### src/include/hdmiIsland_params.svh
//################################################
// HDMI data island constants
// Character counts of each island phase, the
// guard-band symbol and the InfoFrame header codes
//################################################

`ifndef HDMI_ISLAND_PARAMS_SVH
`define HDMI_ISLAND_PARAMS_SVH

// Idle characters between the end of hSync and the preamble
`define ISLAND_WAIT_CHARS 42

// Control-period preamble that announces a data island
`define ISLAND_PREAMBLE_CHARS 8

// Length of each guard band, leading and trailing
`define ISLAND_GUARD_CHARS 2

// One packet is 32 TERC4 characters on each channel
`define ISLAND_PACKET_CHARS 32

// AVI on the first line of vSync, Audio on the second
`define ISLAND_PACKETS_PER_VSYNC 2

// Data island guard band sent on channels 1 and 2
`define GUARD_BAND_CODE 10'b0100110011

// AVI InfoFrame header bytes
`define AVI_INFOFRAME_TYPE 8'h82
`define AVI_INFOFRAME_VERSION 8'h02
`define AVI_INFOFRAME_LENGTH 8'd13

// Audio InfoFrame header bytes
`define AUDIO_INFOFRAME_TYPE 8'h84
`define AUDIO_INFOFRAME_VERSION 8'h01
`define AUDIO_INFOFRAME_LENGTH 8'd10

`endif

### src/source/hdmiIslandPkg.sv
//################################################
// HDMI data island package
// Symbol and byte types, the packet layout, the
// island phases and the TERC4 and control encoders
//################################################

`default_nettype none

package hdmiIslandPkg;

    // One encoded 10-bit character on one TMDS channel
    typedef logic [9:0] tmdsSymbol;

    // One raw data island character on one channel, before TERC4
    typedef logic [3:0] terc4Nibble;

    typedef logic [7:0] packetByte;

    // Three header bytes, byte 0 in the low bits
    typedef logic [23:0] packetHeader;

    // Seven subpacket bytes, byte 0 in the low bits
    typedef logic [55:0] subpacketBody;

    // A complete packet without its BCH parity bytes
    typedef struct packed {
        packetHeader  header;
        subpacketBody subpacket0;
        subpacketBody subpacket1;
        subpacketBody subpacket2;
        subpacketBody subpacket3;
    } infoFramePacket;

    // The three channel nibbles of one packet character
    typedef struct packed {
        terc4Nibble channel0;
        terc4Nibble channel1;
        terc4Nibble channel2;
    } islandNibbles;

    // Phase of the island whose symbols are on the outputs
    typedef enum logic [2:0] {
        idle,
        waitHsyncEnd,
        settle,
        preamble,
        leadGuard,
        packet,
        trailGuard
    } islandPhase;

    // TERC4 maps each nibble onto one of 16 DC-balanced symbols
    function automatic tmdsSymbol terc4Encode(input terc4Nibble nibble);
        tmdsSymbol symbol;
        case (nibble)
            4'h0: symbol = 10'b1010011100;
            4'h1: symbol = 10'b1001100011;
            4'h2: symbol = 10'b1011100100;
            4'h3: symbol = 10'b1011100010;
            4'h4: symbol = 10'b0101110001;
            4'h5: symbol = 10'b0100011110;
            4'h6: symbol = 10'b0110001110;
            4'h7: symbol = 10'b0100111100;
            4'h8: symbol = 10'b1011001100;
            4'h9: symbol = 10'b0100111001;
            4'hA: symbol = 10'b0110011100;
            4'hB: symbol = 10'b1011000110;
            4'hC: symbol = 10'b1010001110;
            4'hD: symbol = 10'b1001110001;
            4'hE: symbol = 10'b0101100011;
            default: symbol = 10'b1011000011;
        endcase
        return symbol;
    endfunction

    // Control period symbols, bit 1 is C1 (vSync on channel 0) and bit 0 is C0
    function automatic tmdsSymbol ctlEncode(input logic [1:0] ctl);
        tmdsSymbol symbol;
        case (ctl)
            2'b00: symbol = 10'b1101010100;
            2'b01: symbol = 10'b0010101011;
            2'b10: symbol = 10'b0101010100;
            default: symbol = 10'b1010101011;
        endcase
        return symbol;
    endfunction

endpackage

`default_nettype wire

### src/source/aviInfoFramePacket.sv
//################################################
// AVI InfoFrame packet builder
// Places the video format fields into the AVI
// byte layout and adds the checksum
//################################################

`default_nettype none

`include "hdmiIsland_params.svh"

module aviInfoFramePacket import hdmiIslandPkg::*; (
    input  wire logic [6:0] videoFormatCode,
    input  wire logic [1:0] rgbOrYuvCode,
    input  wire logic [1:0] yccQuantizationRange,
    output infoFramePacket  packet
);

    // Fixed fields: active format present, no bar data, underscan
    localparam logic       activeFormatPresent = 1'b1;
    localparam logic [1:0] barInfo = 2'b00;
    localparam logic [1:0] scanInfo = 2'b10;
    // No colorimetry given, 16:9 picture, active format same as picture
    localparam logic [1:0] colorimetry = 2'b00;
    localparam logic [1:0] pictureAspect = 2'b10;
    localparam logic [3:0] activeFormatAspect = 4'b1000;

    // Payload bytes PB0 to PB27, PB0 holds the checksum
    packetByte [27:0] payload;
    packetByte byteSum;

    always_comb begin
        payload = '0;
        payload[1] = {1'b0, rgbOrYuvCode, activeFormatPresent, barInfo, scanInfo};
        payload[2] = {colorimetry, pictureAspect, activeFormatAspect};
        // PB3 stays zero: no IT content, default extended colorimetry and RGB range
        payload[4] = {1'b0, videoFormatCode};
        // Content type and pixel repetition are zero
        payload[5] = {yccQuantizationRange, 2'b00, 4'b0000};

        // All header and payload bytes plus the checksum sum to zero
        byteSum = `AVI_INFOFRAME_TYPE + `AVI_INFOFRAME_VERSION + `AVI_INFOFRAME_LENGTH;
        for (int i = 1; i <= `AVI_INFOFRAME_LENGTH; i++) begin
            byteSum = byteSum + payload[i];
        end
        payload[0] = 8'd0 - byteSum;
    end

    assign packet.header = {`AVI_INFOFRAME_LENGTH, `AVI_INFOFRAME_VERSION, `AVI_INFOFRAME_TYPE};

    // Seven payload bytes per subpacket, lowest byte in the low bits
    assign packet.subpacket0 = payload[6:0];
    assign packet.subpacket1 = payload[13:7];
    assign packet.subpacket2 = payload[20:14];
    assign packet.subpacket3 = payload[27:21];

endmodule

`default_nettype wire

### src/source/audioInfoFramePacket.sv
//################################################
// Audio InfoFrame packet builder
// Constant two-channel Audio InfoFrame with
// its checksum
//################################################

`default_nettype none

`include "hdmiIsland_params.svh"

module audioInfoFramePacket import hdmiIslandPkg::*; (
    output infoFramePacket packet
);

    // Coding type from stream header, channel count field 1 means two channels
    localparam packetByte channelCountByte = 8'h01;

    localparam packetByte byteSum = packetByte'(`AUDIO_INFOFRAME_TYPE
        + `AUDIO_INFOFRAME_VERSION + `AUDIO_INFOFRAME_LENGTH + channelCountByte);

    // Every other field is zero so the checksum is a constant
    localparam packetByte checksum = packetByte'(0 - byteSum);

    packetByte [27:0] payload;

    always_comb begin
        payload = '0;
        payload[0] = checksum;
        payload[1] = channelCountByte;
    end

    assign packet.header = {`AUDIO_INFOFRAME_LENGTH, `AUDIO_INFOFRAME_VERSION,
                            `AUDIO_INFOFRAME_TYPE};

    assign packet.subpacket0 = payload[6:0];
    assign packet.subpacket1 = payload[13:7];
    assign packet.subpacket2 = payload[20:14];
    assign packet.subpacket3 = payload[27:21];

endmodule

`default_nettype wire

### src/source/dataIslandPacketSerializer.sv
//################################################
// Data island packet serializer
// Adds BCH parity to the header and subpackets and
// splits the packet into 32 TERC4 characters
//################################################

`default_nettype none

`include "hdmiIsland_params.svh"

module dataIslandPacketSerializer import hdmiIslandPkg::*; (
    input  wire logic     pixelClock,
    input  wire logic     rst,
    input  wire logic     packetStart,
    input  wire logic     hSync,
    input  wire logic     vSync,
    input  infoFramePacket packet,
    output islandNibbles  nibbles
);

    localparam logic [5:0] lastIndex = 6'(`ISLAND_PACKET_CHARS);

    // BCH parity over the first bitCount bits of data, fed LSB first.
    // The right-shifting register with feedback 0x83 is the bit-reversed
    // form of the generator x^8 + x^7 + x^6 + 1
    function automatic packetByte bchParity(input logic [55:0] data, input int bitCount);
        packetByte parity;
        logic feedback;
        parity = '0;
        for (int i = 0; i < 56; i++) begin
            if (i < bitCount) begin
                feedback = parity[0] ^ data[i];
                parity = (parity >> 1) ^ (feedback ? 8'h83 : 8'h00);
            end
        end
        return parity;
    endfunction

    // Header and its parity, sent one bit per character on channel 0
    logic [31:0] headerWord;
    // Each subpacket and its parity, sent two bits per character
    logic [3:0][63:0] subpacketWord;

    // Index of the next character, parked at 32 between packets
    logic [5:0] charIndex;
    logic [5:0] currentChar;
    logic [4:0] bitSel;
    logic charValid;

    assign headerWord = {bchParity(56'(packet.header), 24), packet.header};

    always_comb begin
        subpacketWord[0] = {bchParity(packet.subpacket0, 56), packet.subpacket0};
        subpacketWord[1] = {bchParity(packet.subpacket1, 56), packet.subpacket1};
        subpacketWord[2] = {bchParity(packet.subpacket2, 56), packet.subpacket2};
        subpacketWord[3] = {bchParity(packet.subpacket3, 56), packet.subpacket3};
    end

    always_ff @(posedge pixelClock) begin
        if (rst) begin
            charIndex <= lastIndex;
        end else if (packetStart) begin
            // Character 0 goes out in the start cycle itself
            charIndex <= 6'd1;
        end else if (charIndex != lastIndex) begin
            charIndex <= charIndex + 6'd1;
        end
    end

    // The output is combinational from the index so there is no latency
    always_comb begin
        currentChar = packetStart ? 6'd0 : charIndex;
        charValid = packetStart || (charIndex < lastIndex);
        bitSel = currentChar[4:0];

        // Bit 3 marks every character but the first of the packet
        nibbles.channel0 = {charValid && (currentChar != 6'd0),
                            charValid && headerWord[bitSel],
                            vSync,
                            hSync};

        // Bit k of channel 1 carries the even bit of subpacket k, channel 2 the odd bit
        for (int k = 0; k < 4; k++) begin
            nibbles.channel1[k] = charValid && subpacketWord[k][{bitSel, 1'b0}];
            nibbles.channel2[k] = charValid && subpacketWord[k][{bitSel, 1'b1}];
        end
    end

endmodule

`default_nettype wire

### src/source/vBlankDataIsland.sv
//################################################
// Vertical blanking data island generator
// Sends an AVI InfoFrame island on the first vSync
// line and an Audio InfoFrame island on the second
//################################################

`default_nettype none

`include "hdmiIsland_params.svh"

module vBlankDataIsland import hdmiIslandPkg::*; (
    input  wire logic       pixelClock,
    input  wire logic       rst,
    input  wire logic       hSync,
    input  wire logic       vSync,
    input  wire logic       syncIsActiveLow,
    input  wire logic [6:0] videoFormatCode,
    input  wire logic [1:0] rgbOrYuvCode,
    input  wire logic [1:0] yccQuantizationRange,
    output logic            dataIslandActive,
    output tmdsSymbol       channel0,
    output tmdsSymbol       channel1,
    output tmdsSymbol       channel2
);

    // Last character count of each phase, counted from the end of hSync
    localparam logic [6:0] settleEnd = 7'(`ISLAND_WAIT_CHARS - 1);
    localparam logic [6:0] preambleEnd = settleEnd + 7'(`ISLAND_PREAMBLE_CHARS);
    localparam logic [6:0] leadGuardEnd = preambleEnd + 7'(`ISLAND_GUARD_CHARS);
    localparam logic [6:0] packetEnd = leadGuardEnd + 7'(`ISLAND_PACKET_CHARS);
    localparam logic [6:0] trailGuardEnd = packetEnd + 7'(`ISLAND_GUARD_CHARS);

    islandPhase phase;
    islandPhase nextPhase;
    logic [6:0] charCount;
    logic [1:0] packetCount;
    logic packetStart;

    logic hSyncOn;
    logic vSyncOn;

    infoFramePacket aviPacket;
    infoFramePacket audioPacket;
    infoFramePacket selectedPacket;
    islandNibbles packetNibbles;

    // Sync inputs are active when they differ from the polarity flag
    assign hSyncOn = hSync ^ syncIsActiveLow;
    assign vSyncOn = vSync ^ syncIsActiveLow;

    aviInfoFramePacket aviBuilder (
        .videoFormatCode(videoFormatCode),
        .rgbOrYuvCode(rgbOrYuvCode),
        .yccQuantizationRange(yccQuantizationRange),
        .packet(aviPacket)
    );

    audioInfoFramePacket audioBuilder (
        .packet(audioPacket)
    );

    // AVI goes out on even packet counts, Audio on odd ones
    assign selectedPacket = packetCount[0] ? audioPacket : aviPacket;

    dataIslandPacketSerializer serializer (
        .pixelClock(pixelClock),
        .rst(rst),
        .packetStart(packetStart),
        .hSync(hSync),
        .vSync(vSync),
        .packet(selectedPacket),
        .nibbles(packetNibbles)
    );

    // Each phase ends when the count reaches its last character
    always_comb begin
        nextPhase = phase;
        case (phase)
            idle: begin
                if (hSyncOn && (packetCount < 2'(`ISLAND_PACKETS_PER_VSYNC))) begin
                    nextPhase = waitHsyncEnd;
                end
            end
            waitHsyncEnd: begin
                if (!hSyncOn) begin
                    nextPhase = settle;
                end
            end
            settle: if (charCount == settleEnd) nextPhase = preamble;
            preamble: if (charCount == preambleEnd) nextPhase = leadGuard;
            leadGuard: if (charCount == leadGuardEnd) nextPhase = packet;
            packet: if (charCount == packetEnd) nextPhase = trailGuard;
            trailGuard: if (charCount == trailGuardEnd) nextPhase = idle;
            default: nextPhase = idle;
        endcase
    end

    always_ff @(posedge pixelClock) begin
        if (rst || !vSyncOn) begin
            // Leaving vSync restarts the AVI and Audio sequence
            phase <= idle;
            charCount <= '0;
            packetCount <= '0;
            packetStart <= 1'b0;
            dataIslandActive <= 1'b0;
            channel0 <= '0;
            channel1 <= '0;
            channel2 <= '0;
        end else begin
            phase <= nextPhase;
            // Counting starts at the edge that sees hSync end
            charCount <= (phase inside {idle, waitHsyncEnd}) ? 7'd0 : charCount + 7'd1;
            if (phase == packet && nextPhase == trailGuard) begin
                packetCount <= packetCount + 2'd1;
            end
            // One cycle ahead of the first packet character
            packetStart <= (phase == leadGuard) && (charCount == leadGuardEnd - 7'd1);
            dataIslandActive <= nextPhase inside {preamble, leadGuard, packet, trailGuard};

            // The outputs follow the phase that starts at this edge
            case (nextPhase)
                preamble: begin
                    channel0 <= ctlEncode({vSync, hSync});
                    channel1 <= ctlEncode(2'b01);
                    channel2 <= ctlEncode(2'b01);
                end
                leadGuard, trailGuard: begin
                    channel0 <= terc4Encode({2'b11, vSync, hSync});
                    channel1 <= `GUARD_BAND_CODE;
                    channel2 <= `GUARD_BAND_CODE;
                end
                packet: begin
                    channel0 <= terc4Encode(packetNibbles.channel0);
                    channel1 <= terc4Encode(packetNibbles.channel1);
                    channel2 <= terc4Encode(packetNibbles.channel2);
                end
                default: begin
                    channel0 <= '0;
                    channel1 <= '0;
                    channel2 <= '0;
                end
            endcase
        end
    end

endmodule

`default_nettype wire

### config.mk
export PLATFORM = sky130hd
export DESIGN_NAME = vBlankDataIsland
export DESIGN_NICKNAME = d
export VERILOG_FILES = /design/src/source/hdmiIslandPkg.sv /design/src/source/aviInfoFramePacket.sv /design/src/source/audioInfoFramePacket.sv /design/src/source/dataIslandPacketSerializer.sv /design/src/source/vBlankDataIsland.sv
export VERILOG_INCLUDE_DIRS = /design/src /design/src/include
export SDC_FILE = /design/constraint.sdc
export NUM_CORES = 1
export LEC_CHECK = 0
export ABC_AREA = 0
export ABC_CLOCK_PERIOD_IN_PS = 5600
export BUFFER_PORTS_ARGS = -buffer_cell sky130_fd_sc_hd__buf_2
export CAP_MARGIN = 10
export CORE_MARGIN = 1
export CORE_UTILIZATION = 35
export CTS_CLUSTER_SIZE = 16
export DETAILED_ROUTE_END_ITERATION = 10
export HOLD_SLACK_MARGIN = 0.12
export SETUP_SLACK_MARGIN = 0.5
export SYNTH_ARGS = -nofsm -noshare
export SYNTH_HDL_FRONTEND = slang
export SYNTH_SLANG_ARGS = --single-unit
### constraint.sdc
create_clock -name pixelClock -period 5.6 [get_ports pixelClock]
set_input_delay 1.12 -clock pixelClock [delete_from_list [all_inputs] [get_ports pixelClock]]
set_output_delay 1.12 -clock pixelClock [all_outputs]
set_load 0.05 [all_outputs]
==> results.md, run 1 <==
- The flow ran to the end, and the final reports show no timing, DRC or antenna violations.
- In this run the post-CTS setup repair buffer count came out at 0.
- The share of total power dissipated in combinational logic is 0.696.
- For this block, the initial DRC count from the detailed router was 233.
- The library cell used most frequently in the layout, excluding fill and tap cells, is sky130_fd_sc_hd__nor2_1.
- Counting instances, the worst hold path has a depth of 1.
- The data required time of the worst path is 5770 ps.
- The tool flagged a number of max-cap violations equal to 0.
- The area of the core is 0.01051 mm2.
- After synthesis the cells add up to 0.003861 mm2.
- The quantity of I/O buffers inserted on ports is 46.
- Of the total power, the share spent switching nets is 0.3996.
- Dividing the final minimum period by the clock period gives 0.8815.
- The clock sink count is 42.
- The power density over cell area is 388.6 mW/mm2.
- The via count of the first global-routing pass is 3008.
- For this design the static power due to leakage is 1.809 nW.
- The kind of launch point of the worst setup path is an input port.
- The smallest clock period supported by the final layout is computed as 4936 ps.
- The number of failing setup endpoints in the final timing report is 0.
- In this run, synthesis produced a sequential element count of 42.
- The maximum fanout encountered on the critical timing path is 6.
- The die span in y is 107.0 um.
- The number of hold buffers added after cts is 0.
- The path with the worst hold slack has its endpoint at charCount[0].
- Between clock sinks in the finished design, the worst skew comes to 8.085 ps.
- The number of buffers inserted during clock tree synthesis is 5.
- The setup TNS is 0 ps.
- The first global-routing pass estimated 14.67 mm of wire.
- The relative contribution of sequential cells to total power is 0.192.
- The flop-to-flop setup slack is 1570 ps.
- The top cell types in the final layout, fill and taps aside, are sky130_fd_sc_hd__nor2_1, sky130_fd_sc_hd__buf_2, sky130_fd_sc_hd__nand2_1.
- The number of warning messages in the yosys log is 0.
- The proportion of power drawn by the clock network is 0.111.
- In this run the deepest clock path goes through 2 buffers.
- The initial standard-cell utilization of the core is 0.3674.
- The slew at the pin closest to its max-slew limit is 741.7 ps.
- After detailed routing, the number of vias per cell comes to 5.334.
- Setup repair after global routing left no endpoint under its margin.
- The register clock-pin slew on the reported worst setup and hold paths is 80 ps.
- The worst setup path is captured at a register.
- At the later pin of the worst-skew pair, clock insertion delay measures 290 ps.
- The remaining max-slew budget at the tightest pin is 0.5055.
- The total half-perimeter wirelength after legalization and detailed placement is 6.918 mm.
- Synthesis instantiated 69 different standard cells from the library.
- Among all flip-flop cells after synthesis, the most frequent one is sky130_fd_sc_hd__dfxtp_1.
- TritonCTS built the clock tree.
- The end of the worst register-to-register path is channel0[3].
- The fraction of the yosys area taken by sequential cells is 0.2178.
- The global-route usage over all layers is 0.1588.
- In this run the remaining antenna-violating nets after routing total 0.
- The maximum level of the CTS H-tree is 2.
- The residual overflow from global routing is 0.
- The width of the die is 107.0 um.
- The synthesized netlist net count is 515.
- The internal power consumption is 981.4 uW.
- The number of vias in the routed layout is 3371.
- Entering global routing, the biggest net connects 26 pins.
- The area growth from synthesis to layout is 8.944%.
- The slack of the critical path is 663.7 ps.
- The total power draw is 1.635 mW.
- The path class of the tightest hold or removal check is reg -> reg.
- The average wire per cell in the routed design is 14.21 um.
- 47 I/O pins were placed.
- The pre-CTS worst setup slack is 251.0 ps.
- The final RePlAce weighted congestion is 0.9037.
- The repair_antennas step left the layout with diodes totalling 0.
- The launch point of the worst reg-to-reg path is packetStart.
- The critical path is of the in -> reg type.
- In this run, synthesis inferred 0 flip-flops with an integrated enable.
- A synthesized cell averages 8.146 um2.
- The fraction of registers with async set/reset is 0.
- The number of pins with negative max-slew slack in the final report is 0.
- The largest voltage drop on the vdd net is 203.1 uV.
- After detailed routing, the total wire length is 8.978 mm.
- The number of antenna violations at the first check in global routing is 0.
- The number of failing hold endpoints at the final stage is 0.
- Of the cells placed in the final design, the portion with a size suffix greater than 1 is 0.1633.
- The net switching component of the power is 653.2 uW.
- The cell at the root of the clock tree is sky130_fd_sc_hd__clkbuf_8.
- After floorplanning, the core was divided into 37 placement rows.
- Synthesis produced a netlist whose cell count is 474.
- The startpoint identified for the worst hold timing path is charCount[0].
- Data arrives at the worst endpoint at 5110 ps.
- After detailed routing, the number of remaining DRC violations is 0.
- The worst register-to-register path has a depth of 13.
- The number of nets in the finished design is 537.
- The pre-antenna-repair detailed-routing pass consisted of 5 iterations.
- Static timing analysis puts the maximum clock frequency at 202.6 MHz.
- The die covers 0.01146 mm2.
-- what timing repair did --
| item | in CTS | in global routing |
|---|---|---|
| gates resized for setup | 0 | 5 |
| setup endpoints to repair | 0 | 6 |
| endpoints found under the hold margin | 0 | 0 |
-- critical path: stages --
cell and delay, ps:
sky130_fd_sc_hd__buf_2 160, sky130_fd_sc_hd__inv_1 110, sky130_fd_sc_hd__ha_1 320, sky130_fd_sc_hd__inv_1 120
sky130_fd_sc_hd__fa_2 530, sky130_fd_sc_hd__xnor2_1 220, sky130_fd_sc_hd__xnor2_1 180, sky130_fd_sc_hd__xnor3_2 340
sky130_fd_sc_hd__xor3_2 450, sky130_fd_sc_hd__xnor3_2 420, sky130_fd_sc_hd__or2_4 250, sky130_fd_sc_hd__xnor2_1 160
sky130_fd_sc_hd__or3_1 350, sky130_fd_sc_hd__a31o_1 230, sky130_fd_sc_hd__nand2_2 80, sky130_fd_sc_hd__o21ai_1 70
-- routing by layer --
layer | track usage | vias to the layer above | wire (um)
met5 | 0 | - | 0
met2 | 0.2498 | 123 | 4040
li1 | - | 1665 | -
met1 | 0.2309 | 1574 | 4300
met4 | 0.02740 | 0 | 60
met3 | 0.02371 | 9 | 577
-- state kept, by name (all words and copies together), names as in the netlist --
signal,count
charCount,7
packetCount,2
packetStart,1
dataIslandActive,1
channel1,6
channel0,10
phase,3
serializer.charIndex,6
channel2,6
-- area by class of cell --
| cell class | instances | area [um2] |
|---|---|---|
| well taps | 136 | 170.2 |
| clock inverters | 2 | 10.01 |
| flip-flops and latches | 42 | 840.8 |
| multi-input cells | 373 | 2766 |
| clock buffers | 5 | 68.82 |
| repair buffers | 50 | 260.3 |
| inverters | 24 | 90.09 |
| fillers | 1064 | 6302 |
-- synth_stat cells, types with 3 or more instances --
library cell / instances / area [um2]
sky130_fd_sc_hd__a31oi_1: 14 / 87.58
sky130_fd_sc_hd__xnor2_1: 38 / 332.8
sky130_fd_sc_hd__nand2b_1: 8 / 50.05
sky130_fd_sc_hd__mux2_2: 4 / 45.04
sky130_fd_sc_hd__nor3_1: 10 / 50.05
sky130_fd_sc_hd__nor3b_1: 4 / 30.03
sky130_fd_sc_hd__a22oi_1: 3 / 22.52
sky130_fd_sc_hd__buf_4: 8 / 60.06
sky130_fd_sc_hd__and2_1: 4 / 25.02
sky130_fd_sc_hd__dfxtp_1: 42 / 840.8
sky130_fd_sc_hd__xor3_1: 3 / 71.32
sky130_fd_sc_hd__o21bai_1: 5 / 37.54
sky130_fd_sc_hd__or3_1: 5 / 31.28
sky130_fd_sc_hd__a21oi_1: 27 / 135.1
sky130_fd_sc_hd__a21o_1: 4 / 30.03
sky130_fd_sc_hd__xnor3_1: 7 / 157.7
sky130_fd_sc_hd__buf_2: 6 / 30.03
sky130_fd_sc_hd__nand3_1: 14 / 70.07
sky130_fd_sc_hd__ha_1: 23 / 287.8
sky130_fd_sc_hd__nand3b_1: 6 / 45.04
sky130_fd_sc_hd__clkbuf_1: 18 / 67.56
sky130_fd_sc_hd__nor2_1: 53 / 198.9
sky130_fd_sc_hd__xor2_1: 13 / 113.9
sky130_fd_sc_hd__inv_1: 23 / 86.33
sky130_fd_sc_hd__nor2b_1: 9 / 56.30
sky130_fd_sc_hd__o22ai_1: 3 / 18.77
sky130_fd_sc_hd__mux2i_1: 4 / 40.04
sky130_fd_sc_hd__o21ai_0: 18 / 90.09
sky130_fd_sc_hd__o211ai_1: 3 / 22.52
sky130_fd_sc_hd__nand2_1: 44 / 165.2
-- metrics by stage --
stage	hold WS (ps)	utilization	std cells	area [um2]
2_1_floorplan	440.7	-	474	3862
3_3_place_gp	458.1	0.3909	625	4108
3_5_place_dp	476.5	0.3909	625	4108
4_1_cts	493.8	0.3984	632	4187
5_1_grt	506.2	0.4003	632	4207
6_report	484.9	0.4003	632	4207
-- cells by family after synthesis --
kind of cell / count (synthesis) / share of synthesized area
xor gates and xnor gates: 68 / 0.2132
DFF: 42 / 0.2178
adders and majority gates: 25 / 0.08490
muxes: 10 / 0.03370
AOI/OAI and AO/OA: 100 / 0.1656
and+or+nand+nor: 170 / 0.2139
buffers and inverters: 59 / 0.07096
-- power by group through the flow --
| stage | Combinational (mW) | Clock [mW] | Sequential [mW] |
|---|---|---|---|
| after detailed placement | 1.13 | 0 | 0.321 |
| after CTS | 1.13 | 0.189 | 0.314 |
| after global placement | 1.11 | 0 | 0.321 |
| final | 1.14 | 0.182 | 0.314 |
| after floorplan | 0.959 | 0 | 0.313 |
| after global routing | 1.23 | 0.204 | 0.315 |
-- how the worst max path moves through the flow --
stage                       startpoint     endpoint
floorplan           videoFormatCode[2]  channel1[7]
global placement    videoFormatCode[1]  channel1[7]
detailed placement  videoFormatCode[1]  channel1[7]
CTS                 videoFormatCode[1]  channel1[7]
global route           rgbOrYuvCode[1]  channel1[7]
finish              videoFormatCode[1]  channel1[7]
Power figures use the tool's default switching activity.
==> run 2: changes to the inputs <==
--- a/config.mk
+++ b/config.mk
@@ -6,7 +6,7 @@
 export SDC_FILE = /design/constraint.sdc
 export NUM_CORES = 1
 export LEC_CHECK = 0
-export ABC_AREA = 0
+export ABC_AREA = 1
 export ABC_CLOCK_PERIOD_IN_PS = 5600
 export BUFFER_PORTS_ARGS = -buffer_cell sky130_fd_sc_hd__buf_2
 export CAP_MARGIN = 10
@@ -15,7 +15,6 @@
 export CTS_CLUSTER_SIZE = 16
 export DETAILED_ROUTE_END_ITERATION = 10
 export HOLD_SLACK_MARGIN = 0.12
-export SETUP_SLACK_MARGIN = 0.5
 export SYNTH_ARGS = -nofsm -noshare
 export SYNTH_HDL_FRONTEND = slang
 export SYNTH_SLANG_ARGS = --single-unit
==> run 2 against run 1 <==
Against the previous run:
- the run now ends with negative setup slack left
- sequential share of layout area down 8.3 points
- utilization grew 14 points
- via count rose by 60%
- sequential cell count unchanged
- synthesized area grew 22%
- critical path type unchanged
- critical endpoint unchanged
==> results.md, run 2 <==
- The number of flops mapped to enable cells by yosys is 0 (unchanged).
- The largest registers in the layout are channel0 x10, charCount x7.
- The slowest stage of the critical path belongs to the cell sky130_fd_sc_hd__fa_1.
- The commonest register cell after synthesis is sky130_fd_sc_hd__dfxtp_1.
- The share of the clock period used by the worst path is 1.323 (+0.4420).
- The number of nets in the finished design was 973 (+81%).
- The commonest cells after synthesis are sky130_fd_sc_hd__nand2_1, sky130_fd_sc_hd__inv_1, sky130_fd_sc_hd__nand3_1.
- The count of maximum capacitance violations came to 0 (unchanged).
- The slack of the critical path is -1811 ps (-2475 ps).
- The post-synthesis average cell area was 6.283 um2 (-23%).
- The clock sink count is 42 (unchanged).
- The average wire per cell in the routed design is 13.38 um (-5.8%).
- The total half-perimeter wirelength after legalization and detailed placement is 10.01 mm (+45%).
- Counting flops per register, the top entry is channel0.
- The number of top-level pins is 47 (unchanged).
- The top cell type by total area after synthesis is sky130_fd_sc_hd__dfxtp_1.
- The area of the die is 0.01397 mm2 (+22%).
- The number of buffers inserted during clock tree synthesis is 5 (unchanged).
- The quantity of I/O buffers inserted on ports came to 46 (unchanged).
- The maximum level of the CTS H-tree is 2 (unchanged).
- The slew at the pin closest to its max-slew limit was 533.0 ps (-208.7 ps).
- Setup repair after global routing could not meet its margin everywhere.
- The buffer levels on the longest clock path is 2 (unchanged).
- The number of pins with negative max-slew slack in the final report is 0 (unchanged).
- The register clock-pin slew on the reported worst setup and hold paths is 60 ps (-20 ps).
- The final routed DRC violation total is 0 (unchanged).
- The width of the die is 118.2 um (+10%).
- The layout overhead on the synthesized area is 51.80%.
- The remaining max-slew budget at the tightest pin is 0.6443 (+0.1388).
- The clock latency at the later pin of the worst-skew pair was 280 ps (about the same).
- The synthesized netlist net count came to 793 (+54%).
- The delay of the slowest critical-path stage was 520 ps (about the same).
- The number of vias in the routed layout came to 5402 (+60%).
- The die span in y is 118.2 um (+10%).
- The fraction of the yosys area taken by sequential cells is 0.1780 (-0.03979).
- The library cells used most frequently in the layout, excluding fill and tap cells, are sky130_fd_sc_hd__buf_4, sky130_fd_sc_hd__nand2_1, sky130_fd_sc_hd__inv_1.
- The pre-CTS worst setup slack is -1890 ps (-2141 ps).
- The via count of the first global-routing pass is 5177 (+72%).
- The final reports fail on negative setup slack.
- TritonCTS built the clock tree.
- The critical setup path kind is in -> reg.
- The minimum clock period is 7411 ps (+2475 ps).
- The number of fill cells in the layout was 1210 (+14%).
- The pin count of the biggest net entering global routing is 16 (-38%).
- The most common cell type on the critical path is sky130_fd_sc_hd__nand2_4.
- The maximum fanout encountered on the critical timing path is 4 (-2).
- The number of failing setup endpoints in the final timing report is 10 (+10).
- The number of flip-flops under the largest register name is 10 (unchanged).
- The number of detailed-route iterations in the first pass is 4 (-1).
- The share of cells above drive strength 1 is 0.4137 (+0.2504).
- The global-route wire length before repair was 23.79 mm (+62%).
- The data required time of the worst path was 5740 ps (-30 ps).
- The most common cell in the synthesized netlist is sky130_fd_sc_hd__nand2_1.
- The initial standard-cell utilization of the core is 0.3582 (-0.009238).
- The worst setup path is captured at a register.
- The number of synthesized register bits is 42 (unchanged).
- The worst clock skew was 2.832 ps (-5.253 ps).
- The synthesized area is 0.004725 mm2 (+22%).
- The residual overflow from global routing is 0 (unchanged).
- The endpoint arrival time on the critical path was 7560 ps (+2450 ps).
- Leaving out fill and tap cells, the most frequent cell in the layout is sky130_fd_sc_hd__buf_4.
- The gate count of the mapped netlist came to 752 (+59%).
- The number of failing hold endpoints at the final stage is 0 (unchanged).
- The maximum clock frequency came to 134.9 MHz (-33%).
- The area of the core was 0.01319 mm2 (+26%).
- The share of the synthesized area in the top cell type was 0.1780 (-0.03979).
- The worst min-delay path category is reg -> reg.
- The iteration-0 DRC count of the detailed router is 331 (+42%).
- The flow ran to the end, but the final reports show violations.
- The worst setup path is launched from an input port.
- By area the synthesized netlist is led by sky130_fd_sc_hd__dfxtp_1, sky130_fd_sc_hd__nand2_1, sky130_fd_sc_hd__inv_1.
- The vias per cell is 4.871 (-8.7%).
- The number of antenna violations at the first check in global routing is 0 (unchanged).
- The number of warning messages in the yosys log is 0 (unchanged).
- The total number of placement rows is 42 (+14%).
- The final RePlAce weighted congestion was 0.9004 (-0.37%).
- The cell at the root of the clock tree is sky130_fd_sc_hd__clkbuf_16.
- The total inserted antenna cells was 0 (unchanged).
- The global-route usage over all layers came to 0.2063 (+0.04754).
- The number of distinct library cells after synthesis was 46 (-33%).
- The fraction of registers with async set/reset is 0 (unchanged).
- The post-route antenna net violation count is 0 (unchanged).
- The total wire length after detailed routing is 14.84 mm (+65%).
run 2: changes by cell type after synthesis, sizes merged, moves of 9 or more:
cell,previous run,this run
a21oi,29,40
inv,23,121
nor2b,9,0
nand2,45,216
nor2,53,70
nand3,14,90
nand4,1,10
xnor2,39,10
clkbuf,18,7
run 2: repair_timing:
item | in CTS | in global routing
buffers inserted | 52 | 2
hold buffers | 0 | 0
resized for setup | 49 | 111
pin swaps | 39 | 55
setup endpoints to repair | 10 | 10
run 2: metrics by stage:
step | instances | utilization | TNS [ps] | area, um2 | hold slack (ps)
5_1_grt | 1109 | 0.5437 | -22080 | 7172 | 518.2
6_report | 1109 | 0.5437 | -17670 | 7172 | 470.4
4_1_cts | 1107 | 0.5046 | -14000 | 6655 | 470.7
2_1_floorplan | 752 | - | -11630 | 4873 | 433.2
3_3_place_gp | 1047 | 0.4473 | -17530 | 5899 | 450.9
3_5_place_dp | 1047 | 0.4473 | -18570 | 5899 | 463.2
run 2: final timing paths:
check	from	slack [ps]	endpoint	depth (start not counted)
setup / recovery	videoFormatCode[6]	-1810	channel1[7]	68
hold / removal	charCount[0]	470	charCount[0]	1
setup reg to reg	packetCount[0]	-500	channel1[7]	65
hold reg to reg	charCount[0]	470	charCount[0]	1
run 2: worst max-delay path, delay by kind of cell:
| family | cells | cell delay [ps] |
|---|---|---|
| adder cells (fa/ha/maj) | 3 | 1030 |
| buffers and inverters | 5 | 350 |
| AO/OA/AOI/OAI | 1 | 70 |
| AND/OR/NAND/NOR | 59 | 4940 |
run 2: kinds of logic after synthesis:
| kind of cell | share of synthesized area |
|---|---|
| compound gates | 0.1144 |
| xor+xnor | 0.1086 |
| fa+ha+maj | 0.06939 |
| buf+inv | 0.1237 |
| flops | 0.1780 |
| simple gates | 0.4060 |
run 2: routing by layer:
metal,up-vias,GRT usage,part of all wire
met5,-,0,0
met4,0,0.07692,0.029
met3,35,0.02558,0.026
met2,85,0.3570,0.50
met1,2510,0.2608,0.45
li1,2772,-,-
run 2: final cells by class:
cell class                      instances  area [um2]  area share
Multi-Input combinational cell        568        4114      0.5736
Inverter                              123       476.7     0.06647
Timing Repair Buffer                  192        1354      0.1888
Tap cell                              176       220.2     0.03070
Sequential cell                        42       840.8      0.1172
Clock inverter                          2       37.54    0.005234
Clock buffer                            6       128.9     0.01797
Power of run 2 is not shown: default switching activity piles up to over one toggle a cycle in this logic, so the estimate is an artifact.
